--- config.mk ---
export PLATFORM = sky130hd
export DESIGN_NAME = penalty_game_top
export DESIGN_NICKNAME = d
export VERILOG_FILES = /design/src/penalty_pkg.sv /design/src/click_detect.sv /design/src/event_fifo.sv /design/src/game_state_sel.sv /design/src/penalty_game_top.sv /design/src/penalty_round.sv
export VERILOG_INCLUDE_DIRS = /design/src
export SDC_FILE = /design/constraint.sdc
export NUM_CORES = 1
export LEC_CHECK = 0
export BUFFER_PORTS_ARGS = -buffer_cell sky130_fd_sc_hd__buf_4
export CELL_PAD_IN_SITES_DETAIL_PLACEMENT = 1
export CELL_PAD_IN_SITES_GLOBAL_PLACEMENT = 2
export CORE_MARGIN = 2
export CORE_UTILIZATION = 36
export CTS_CLUSTER_DIAMETER = 50
export DETAILED_ROUTE_END_ITERATION = 12
export PLACE_DENSITY_LB_ADDON = 0.3
export SYNTH_ARGS = -nofsm -noshare
export SYNTH_HDL_FRONTEND = slang
export SYNTH_SLANG_ARGS = --single-unit
--- constraint.sdc ---
create_clock -name clk -period 3.8 [get_ports clk]
set_clock_uncertainty 0.15 [all_clocks]
set_input_delay 0.57 -clock clk [delete_from_list [all_inputs] [get_ports clk]]
set_output_delay 0.57 -clock clk [all_outputs]
set_load 0.02 [all_outputs]
--- src/penalty_params.svh ---
/* game constants; SHOTS_PER_MATCH must stay below 8 to fit the 3-bit
   save and shot counters */
`ifndef PENALTY_PARAMS_SVH
`define PENALTY_PARAMS_SVH

// kicks in one match
`define SHOTS_PER_MATCH 5

// saves needed for a win
`define WIN_SAVES 3

// entries in each event FIFO
`define EVT_DEPTH 4

`endif

--- src/penalty_pkg.sv ---
/* shared types of the penalty game; state and mode encodings must match the
   state selector, struct field order is the on-wire layout of the FIFOs */
`default_nettype none

package penalty_pkg;

    // flow of one game, SHOOTER kept for the multiplayer link
    typedef enum logic [2:0] {
        START,
        KEEPER,
        SHOOTER,
        WINNER,
        LOSER
    } g_state;

    // MULTI is the reset mode
    typedef enum logic {
        SOLO,
        MULTI
    } g_mode;

    // goal zone: 0 left, 1 center-left, 2 center-right, 3 right
    typedef logic [1:0] dir_t;

    // one penalty kick as seen by the round engine
    typedef struct packed {
        dir_t shot_dir;
        dir_t keeper_dir;
    } shot_evt_t;

    // record pushed out when a match ends
    typedef struct packed {
        logic       won;
        logic [2:0] saves;
    } match_res_t;

endpackage

`default_nettype wire

--- src/click_detect.sv ---
/* button levels may be asynchronous; each rising edge gives one pulse
   3 cycles later, a held button gives a single pulse */
`timescale 1ns/100ps
`default_nettype none

module click_detect (
    input  logic clk,
    input  logic rst,
    input  logic btn_left,
    input  logic btn_right,
    output logic left_clicked,
    output logic right_clicked
);

    // bit 0 left, bit 1 right
    logic [1:0] btn_meta;
    logic [1:0] btn_sync;
    logic [1:0] btn_prev;
    logic [1:0] click_q;

    always_ff @(posedge clk) begin
        if (rst) begin
            btn_meta <= '0;
            btn_sync <= '0;
            btn_prev <= '0;
            click_q  <= '0;
        end else begin
            // two-flop synchronizer
            btn_meta <= {btn_right, btn_left};
            btn_sync <= btn_meta;
            // last synchronized level
            btn_prev <= btn_sync;
            // rising edge only
            click_q  <= btn_sync & ~btn_prev;
        end
    end

    assign left_clicked  = click_q[0];
    assign right_clicked = click_q[1];

endmodule

`default_nettype wire

--- src/event_fifo.sv ---
/* valid/ready FIFO for any payload type; in_ready drops only when full,
   a write shows at the output one cycle later */
`timescale 1ns/100ps
`default_nettype none
`include "penalty_params.svh"

module event_fifo #(
    parameter type T     = logic,
    parameter int  DEPTH = `EVT_DEPTH
) (
    input  logic clk,
    input  logic rst,
    input  logic in_valid,
    input  T     in_data,
    output logic in_ready,
    output logic out_valid,
    output T     out_data,
    input  logic out_ready
);

    localparam int AW = (DEPTH > 1) ? $clog2(DEPTH) : 1;
    localparam int CW = $clog2(DEPTH + 1);

    T              mem [DEPTH];
    logic [AW-1:0] wr_ptr;
    logic [AW-1:0] rd_ptr;
    logic [CW-1:0] count;
    logic          wr;
    logic          rd;

    assign in_ready  = count != CW'(DEPTH);
    assign out_valid = count != '0;
    assign out_data  = mem[rd_ptr];
    assign wr        = in_valid && in_ready;
    assign rd        = out_valid && out_ready;

    // storage without reset
    always_ff @(posedge clk) begin
        if (wr) begin
            mem[wr_ptr] <= in_data;
        end
    end

    always_ff @(posedge clk) begin
        if (rst) begin
            wr_ptr <= '0;
            rd_ptr <= '0;
            count  <= '0;
        end else begin
            // pointers wrap at DEPTH, not a power of two
            if (wr) begin
                wr_ptr <= (wr_ptr == AW'(DEPTH - 1)) ? '0 : wr_ptr + AW'(1);
            end
            if (rd) begin
                rd_ptr <= (rd_ptr == AW'(DEPTH - 1)) ? '0 : rd_ptr + AW'(1);
            end
            // occupancy
            count <= count + CW'(wr) - CW'(rd);
        end
    end

    // a write never lands on an unread entry
    no_write_full_a: assert property (@(posedge clk) disable iff (rst)
        wr |-> count == '0 || wr_ptr != rd_ptr);

endmodule

`default_nettype wire

--- src/game_state_sel.sv ---
/* game flow FSM; mode follows solo_enable only in START, so solo_enable
   must be stable a cycle before the start click. MULTI holds START */
`timescale 1ns/100ps
`default_nettype none

module game_state_sel (
    input  logic                clk,
    input  logic                rst,
    input  logic                left_clicked,
    input  logic                right_clicked,
    input  logic                solo_enable,
    input  logic                match_end,
    input  logic                match_result,
    output penalty_pkg::g_state game_state,
    output penalty_pkg::g_mode  game_mode
);

    penalty_pkg::g_state game_state_nxt;
    penalty_pkg::g_mode  game_mode_nxt;

    always_ff @(posedge clk) begin
        if (rst) begin
            game_state <= penalty_pkg::START;
            game_mode  <= penalty_pkg::MULTI;
        end else begin
            game_state <= game_state_nxt;
            game_mode  <= game_mode_nxt;
        end
    end

    // mode lock while a match runs
    always_comb begin
        if (game_state == penalty_pkg::START) begin
            game_mode_nxt = solo_enable ? penalty_pkg::SOLO : penalty_pkg::MULTI;
        end else begin
            game_mode_nxt = game_mode;
        end
    end

    always_comb begin
        game_state_nxt = game_state;
        if (game_mode == penalty_pkg::SOLO) begin
            case (game_state)
                penalty_pkg::START: begin
                    if (left_clicked) begin
                        game_state_nxt = penalty_pkg::KEEPER;
                    end
                end
                penalty_pkg::KEEPER: begin
                    // result decides the end screen
                    if (match_end) begin
                        game_state_nxt = match_result ? penalty_pkg::WINNER
                                                      : penalty_pkg::LOSER;
                    end
                end
                penalty_pkg::WINNER, penalty_pkg::LOSER: begin
                    if (right_clicked) begin
                        game_state_nxt = penalty_pkg::START;
                    end
                end
                // SHOOTER unreachable in solo play
                default: begin
                    game_state_nxt = penalty_pkg::START;
                end
            endcase
        end else begin
            // no link yet, multiplayer parks in START
            game_state_nxt = penalty_pkg::START;
        end
    end

    // mode frozen for the whole match
    mode_locked_a: assert property (@(posedge clk) disable iff (rst)
        game_state != penalty_pkg::START |=> $stable(game_mode));

    // round engine only ends a match it is playing
    end_in_keeper_a: assert property (@(posedge clk) disable iff (rst)
        match_end |-> game_state == penalty_pkg::KEEPER);

endmodule

`default_nettype wire

--- src/penalty_game_top.sv ---
/* penalty game flow top; solo goalkeeper only, shot events come from
   outside through the shot FIFO, results leave through the result FIFO */
`timescale 1ns/100ps
`default_nettype none

module penalty_game_top (
    input  logic                    clk,
    input  logic                    rst,
    input  logic                    btn_left,
    input  logic                    btn_right,
    input  logic                    solo_enable,
    input  logic                    shot_valid,
    input  penalty_pkg::shot_evt_t  shot_data,
    output logic                    shot_ready,
    output logic                    res_valid,
    output penalty_pkg::match_res_t res_data,
    input  logic                    res_ready,
    output penalty_pkg::g_state     game_state,
    output penalty_pkg::g_mode      game_mode
);

    logic                    left_clicked;
    logic                    right_clicked;
    logic                    match_end;
    logic                    match_result;
    // shot FIFO to round engine
    logic                    sq_valid;
    logic                    sq_ready;
    penalty_pkg::shot_evt_t  sq_data;
    // round engine to result FIFO
    logic                    rec_valid;
    logic                    rec_ready;
    penalty_pkg::match_res_t rec_data;

    click_detect click_i (
        .clk           (clk),
        .rst           (rst),
        .btn_left      (btn_left),
        .btn_right     (btn_right),
        .left_clicked  (left_clicked),
        .right_clicked (right_clicked)
    );

    game_state_sel state_sel_i (
        .clk           (clk),
        .rst           (rst),
        .left_clicked  (left_clicked),
        .right_clicked (right_clicked),
        .solo_enable   (solo_enable),
        .match_end     (match_end),
        .match_result  (match_result),
        .game_state    (game_state),
        .game_mode     (game_mode)
    );

    event_fifo #(.T(penalty_pkg::shot_evt_t)) shot_fifo (
        .clk       (clk),
        .rst       (rst),
        .in_valid  (shot_valid),
        .in_data   (shot_data),
        .in_ready  (shot_ready),
        .out_valid (sq_valid),
        .out_data  (sq_data),
        .out_ready (sq_ready)
    );

    penalty_round round_i (
        .clk          (clk),
        .rst          (rst),
        .game_state   (game_state),
        .shot_valid   (sq_valid),
        .shot_data    (sq_data),
        .shot_ready   (sq_ready),
        .res_valid    (rec_valid),
        .res_data     (rec_data),
        .res_ready    (rec_ready),
        .match_end    (match_end),
        .match_result (match_result)
    );

    event_fifo #(.T(penalty_pkg::match_res_t)) res_fifo (
        .clk       (clk),
        .rst       (rst),
        .in_valid  (rec_valid),
        .in_data   (rec_data),
        .in_ready  (rec_ready),
        .out_valid (res_valid),
        .out_data  (res_data),
        .out_ready (res_ready)
    );

endmodule

`default_nettype wire

--- src/penalty_round.sv ---
/* round engine; takes shots only in KEEPER, a save is a dive into the shot
   zone. match_end waits until the result record is taken */
`timescale 1ns/100ps
`default_nettype none
`include "penalty_params.svh"

module penalty_round (
    input  logic                    clk,
    input  logic                    rst,
    input  penalty_pkg::g_state     game_state,
    input  logic                    shot_valid,
    input  penalty_pkg::shot_evt_t  shot_data,
    output logic                    shot_ready,
    output logic                    res_valid,
    output penalty_pkg::match_res_t res_data,
    input  logic                    res_ready,
    output logic                    match_end,
    output logic                    match_result
);

    logic [2:0]              shot_cnt;
    logic [2:0]              save_cnt;
    logic [2:0]              saves_nxt;
    logic                    pending;
    logic                    in_keeper;
    logic                    shot_fire;
    logic                    res_fire;
    logic                    last_shot;
    penalty_pkg::match_res_t res_q;

    assign in_keeper  = game_state == penalty_pkg::KEEPER;
    // refuse shots while a result waits
    assign shot_ready = in_keeper && !pending;
    assign shot_fire  = shot_valid && shot_ready;
    assign saves_nxt  = save_cnt + 3'(shot_data.keeper_dir == shot_data.shot_dir);
    assign last_shot  = shot_cnt == 3'(`SHOTS_PER_MATCH - 1);

    assign res_valid = pending;
    assign res_data  = res_q;
    assign res_fire  = res_valid && res_ready;

    // one-cycle pulse in the accept cycle
    assign match_end    = res_fire;
    assign match_result = res_fire && res_q.won;

    always_ff @(posedge clk) begin
        if (rst) begin
            shot_cnt <= '0;
            save_cnt <= '0;
            pending  <= 1'b0;
        end else if (res_fire || !in_keeper) begin
            // idle outside KEEPER, fresh after each match
            shot_cnt <= '0;
            save_cnt <= '0;
            pending  <= 1'b0;
        end else if (shot_fire) begin
            shot_cnt <= shot_cnt + 3'd1;
            save_cnt <= saves_nxt;
            if (last_shot) begin
                pending <= 1'b1;
            end
        end
    end

    // record latched with the final kick
    always_ff @(posedge clk) begin
        if (shot_fire && last_shot) begin
            res_q.won   <= saves_nxt >= 3'(`WIN_SAVES);
            res_q.saves <= saves_nxt;
        end
    end

    shot_cnt_max_a: assert property (@(posedge clk) disable iff (rst)
        shot_cnt <= 3'(`SHOTS_PER_MATCH));

    res_hold_a: assert property (@(posedge clk) disable iff (rst)
        res_valid && !res_ready |=> res_valid && $stable(res_data));

endmodule

`default_nettype wire

* After elaboration in Yosys (flattened, before gate mapping) *
Memories as Yosys holds them, arrays and structs flattened. A register that Yosys moved wholly into a read port is not among the register bits.
Index checks and enable logic that the tools add are counted.

storage, ports and cells
  bits in registers = 37
  bits in writable memories = 32
  input bits = 11
  logic and storage cells = 82
  memories = 2

cells by class
  add/subtract/negate cells = 10
  $lt $le $gt $ge = 1
  eq/ne operators = 14
  muxes and demuxes = 18
  bitwise logic cells = 2
  reductions and logical operators = 18

memory list
  memory         words  width  read ports  clocked after Yosys merged registers in  write ports  RTL line          RTL
  res_fifo.mem   4      4      1           1                                        1            event_fifo.sv:24  T mem [DEPTH];
  shot_fifo.mem  4      4      1           1                                        1            event_fifo.sv:24

operators by type and width
  kind                                                   count
  2-to-1 mux 2 bit                                       8
  2-to-1 mux 3 bit                                       4
  adder 3 x 1 -> 3 bit                                   3
  one-hot mux 3 bit (3 select lines)                     1
  adder 2 x 1 -> 2 bit, second input constant            4
  == test 2 bit, second input constant                   4
  logical AND 1 bit                                      7
  == test 3 bit, second input constant                   2
  inequality test 3 bit, second input constant           2
  nonzero test 3 bit                                     2
  OR reduction 2 bit                                     3
  subtractor 3 x 1 -> 3 bit                              2
  2-to-1 mux 1 bit                                       5
  inequality test 2 bit, second input constant           2
  adder 3 x 1 -> 3 bit, second input constant            1
  == test 3 x 1 -> 1 bit, second input constant          1
  == test 3 x 2 -> 1 bit, second input constant          1
  >= comparator 3 x 2 -> 1 bit, second input constant    1
  logical NOT 3 bit                                      1
  AND reduction 3 bit                                    1
  AND 2 bit                                              1
  == test 2 bit                                          1
  logical NOT 1 bit                                      2
  inequality test 2 x 1 -> 1 bit, second input constant  1
  other kinds (3)                                        3

* Longest topological paths before layout *
  depth in word-level cells = 6
  depth in mapped cells = 10

* Modules after synthesis *
From an unflattened synthesis, not the netlist that was laid out.

unflattened totals
  cells, all modules = 223
  area, all modules = 3,052.9 um2

modules (own cells, without submodules)
  module                   times used  cells an instance  area an instance (um2)
  event_fifo at res_fifo   1           69                 1,058.5
  event_fifo at shot_fifo  1           69                 1,052.3
  penalty_round            1           47                 526.8
  click_detect             1           16                 222.7
  game_state_sel           1           22                 192.7

* Worst setup path before layout *
No wires, ideal clock.

  kind = register to register
  from = register state_sel_i.game_state[0]
  to = register shot_fifo.count[2]
  setup time = 0.128 ns
  arrival = 2.212 ns
  slack = 1.311 ns
  cell stages (with the launch flop) = 10
  path buffers = 0
  period minus slack after synthesis = 2.489 ns
  cells stage by stage = dfxtp_1 -> or3b_4 -> nor3_4 -> xor2_1 -> ha_1 -> inv_1 -> fa_1 -> xor2_1 -> xnor2_1 -> nor2_1

on the way
  longest elaborated chain between the ends = 4

ends and longest elaborated chain
  element                    RTL line              RTL
  start, declared            game_state_sel.sv:14  output penalty_pkg::g_state game_state,
  start signal, assigned     game_state_sel.sv:23  game_state <= penalty_pkg::START;
  start signal, assigned     game_state_sel.sv:26  game_state <= game_state_nxt;
  == test 3 x 1 -> 1 bit     penalty_round.sv:31   assign in_keeper = game_state == penalty_pkg::KEEPER;
  logical AND 1 bit          penalty_round.sv:33   assign shot_ready = in_keeper && !pending;
  logical AND 1 bit          event_fifo.sv:35      assign rd = out_valid && out_ready;
  subtractor 3 x 1 -> 3 bit  event_fifo.sv:58      count <= count + CW'(wr) - CW'(rd);
  end signal, assigned       event_fifo.sv:58
  end, declared              event_fifo.sv:27      logic [CW-1:0] count;

Every way passes these cells.
A chain may end at the register's enable or synchronous reset.

* Worst setup path in the final report *
Same ends and word-level chain as after synthesis.

==> results.cfg <==
[cts]
cts_resized = 0
clkTransAtPathRegs_ns = 0.07
post_cts_buffers = 0
worstSkewPairLatency_ns = 0.33
ctsHoldBuffers = 0
clock_sinks = 73
cts_made_buffers = 9
clockBufferDepth = 2
cts-root-buf = clkbuf_8
cts_tree = yes
ctsHtreeMaxLevel = 3

[synthesis]
synth-compound-area-share = 0.0470
yosys.cell_types.count = 39
synth_flop_cell = dfxtp_1
synth_top_area_share = 0.363
synth_edf_count = 36
synth_area_leaders = edfxtp_1 (36%), dfxtp_1 (25%), ha_1 (6.7%), mux4_2 (3.0%), xnor2_1 (2.9%)
syn_inst = 231
synth_warnings = 0
synthMuxAreaShare = 0.0470
yosys.area_share.simple = 0.138
synth.largest_area_cell = edfxtp_1
synth_nets = 260
ys_ff_latch = 73
synth_fa_ha_area_frac = 0.0806
async_flop_share = 0
avgSynthCellArea_um2 = 12.9
synth_top_family_by_area = simple AND/OR/NAND/NOR gates
netlist_area_um2 = 2980
synth_seq_area_share = 0.611
synthXorXnorAreaFrac = 0.0499

[floorplan]
ioPinCount = 21
rows = 33
die_h_um = 95.0
die-area_um2 = 9030
die_w_um = 95.0
initial_utilization = 0.367
fp.coreArea_um2 = 8130

[global_route]
grt_pass1_vias = 1798
grt_max_degree = 30
grt_usage = 0.127
grt_pass1_wl_um = 8450
grt.overflow.total = 0
antenna_found_initial = 0

[drt]
drt-initial-drc-count = 29
first_pass_iters = 4
via_per_inst = 4.65
vias = 1703
postRouteAntennaNets = 0
routedWlPerCell_um = 13.4
drc = 0
drt-total-wl_um = 4920

[critical_path]
crit_required_ns = 3.87
arrival_ns = 2.64
reg2reg_to = shot_fifo.count[2]
cp-startpoint = state_sel_i.game_state[0]
endpoint_kind = flop
crit_path_start_kind = flop
path_class = reg2reg
r2r-start = state_sel_i.game_state[0]
reg2reg_slack_ns = 1.23
reg2reg_depth = 9
crit_fanout = 9

[cells_and_area]
diodes = 0
drive_gt1_frac = 0.169
fillerInstances = 871
syn_to_final_growth_pct = 13.5
design_area_um2 = 3380
final_nets = 285

[timing]
maxSlewHeadroom = 0.605
rsz0062_at_grt = false
setup_viol = 0
tns_ns = 0
slew_viol_final = 0
fmax_mhz = 389
worst_pin_slew_ns = 0.589
fin_crit_sh = 0.676
layout_min_cycle_time_ns = 2.57
hold_viol = 0

[worst_hold_path]
hp-start = click_i.btn_prev[1]
min_path_cells = 1
hp-class = reg2reg
whs_endpoint = click_i.click_q[1]

[place]
globalplace.congestion = 0.689
dp_hpwl_um = 3610
port-buffer-count = 20
placed_area_um2 = 3230

[power_and_ir_drop]
p_leak_nw = 1.26
power_density_nw_per_um2 = 510
ir_worst_vdd_uv = 153

[flow_run]
max-cap-violations = 0

[outcome]
status = finished, final reports clean
## cells by family (layout without fill, tap and decap cells)
family	Yosys count	after routing
AOI/OAI and AO/OA	22	22
and+or+nand+nor	75	75
adders and majority gates	18	18
muxes	9	9
buffers and inverters	17	47
DFF	73	73
xor gates and xnor gates	17	17
## metal layers
metal,share of wire,GRT usage
met3,0.025,0.0359
met4,0.026,0.0688
met2,0.48,0.208
met1,0.47,0.150
met5,0,0
## Yosys cell counts (all sizes together), types with 2 or more instances
cell    instances
dfxtp          37
edfxtp         36
nor2           22
ha             16
a21oi          11
nand2          11
inv            10
nor2b          10
xnor2          10
xor2            7
nor3            6
and3            5
mux2i           5
or3             5
and2            4
buf             4
mux4            4
o21ai           4
clkbuf          3
a31oi           2
fa              2
nand3           2
nor3b           2
nor4            2
nor4b           2
or3b            2
## flip-flops by register name, summed over array words and instances, names as in the netlist, named ones only
signal,flops
state_sel_i.game_mode,1
shot_fifo.mem,16
res_fifo.count,3
round_i.save_cnt,3
round_i.res_valid,1
res_fifo.mem,16
shot_fifo.rd_ptr,2
state_sel_i.game_state,3
click_i.btn_prev,2
res_fifo.rd_ptr,2
click_i.click_q,2
click_i.btn_meta,2
shot_fifo.count,3
click_i.btn_sync,2
shot_fifo.wr_ptr,2
res_fifo.wr_ptr,2
round_i.shot_cnt,3
round_i.res_data,4
## critical path, stage by stage, from the launching register on
cell	delay, ns
dfxtp_1	0.49
or3b_4	0.46
nor3_4	0.23
xor2_1	0.18
ha_1	0.16
inv_1	0.05
fa_1	0.37
xor2_1	0.18
xnor2_1	0.14
nor2_1	0.05
## placed cells by master, fill, tap and decap left out, types with 2 or more instances in the layout
| cell | instances |
|---|---|
| nor3_1 | 4 |
| a21oi_1 | 8 |
| a21oi_2 | 3 |
| nor2b_1 | 10 |
| nor2_1 | 22 |
| and3_1 | 5 |
| nand2_1 | 11 |
| a31oi_1 | 2 |
| inv_1 | 10 |
| ha_1 | 16 |
| clkbuf_1 | 3 |
| mux4_2 | 4 |
| fa_1 | 2 |
| nand3_1 | 2 |
| xnor2_1 | 10 |
| or3_1 | 5 |
| edfxtp_1 | 36 |
| clkinv_1 | 2 |
| o21ai_0 | 4 |
| buf_4 | 21 |
| and2_1 | 4 |
| nor4b_1 | 2 |
| nor4_1 | 2 |
| dfxtp_1 | 37 |
| nor3b_1 | 2 |
| mux2i_1 | 5 |
| xor2_1 | 7 |
| clkbuf_8 | 9 |
## layout make-up
cell class | instances | area, µm² | share of cell area
multi-input combinational | 141 | 1080 | 0.319
sequential | 73 | 1820 | 0.538
inverter | 10 | 37.5 | 0.0111
clock buffer | 12 | 135 | 0.0399
timing repair buffer | 21 | 158 | 0.0466
clock inverter | 4 | 20.0 | 0.00592
tap | 105 | 131 | 0.0388
## per-stage QoR
stage | setup WS (ns) | utilization | hold slack [ns] | total power [mW] | std cells
floorplan | 1.31 | - | 0.217 | 1.16 | 231
global placement | 1.31 | 0.397 | 0.222 | 1.24 | 350
detailed placement | 1.23 | 0.397 | 0.226 | 1.25 | 350
CTS | 1.20 | 0.416 | 0.236 | 1.76 | 366
global route | 1.07 | 0.416 | 0.241 | 1.83 | 366
finish | 1.23 | 0.416 | 0.233 | 1.72 | 366
## worst max-delay path by stage
stage | end | slack [ns] | cells after the start
after detailed placement | shot_fifo.count[2] | 1.23 | 9
after floorplan | shot_fifo.count[2] | 1.31 | 9
after global placement | shot_fifo.count[2] | 1.31 | 9
after global routing | shot_fifo.count[2] | 1.07 | 9
after CTS | shot_fifo.count[2] | 1.20 | 9
final | shot_fifo.count[2] | 1.23 | 9
## where the power goes
| part | switching (mW) | internal [mW] |
|---|---|---|
| clock | 0.264 | 0.232 |
| combinational | 0.163 | 0.139 |
| sequential | 0.0488 | 0.877 |
No activity file was read; power rests on OpenSTA's default activity.
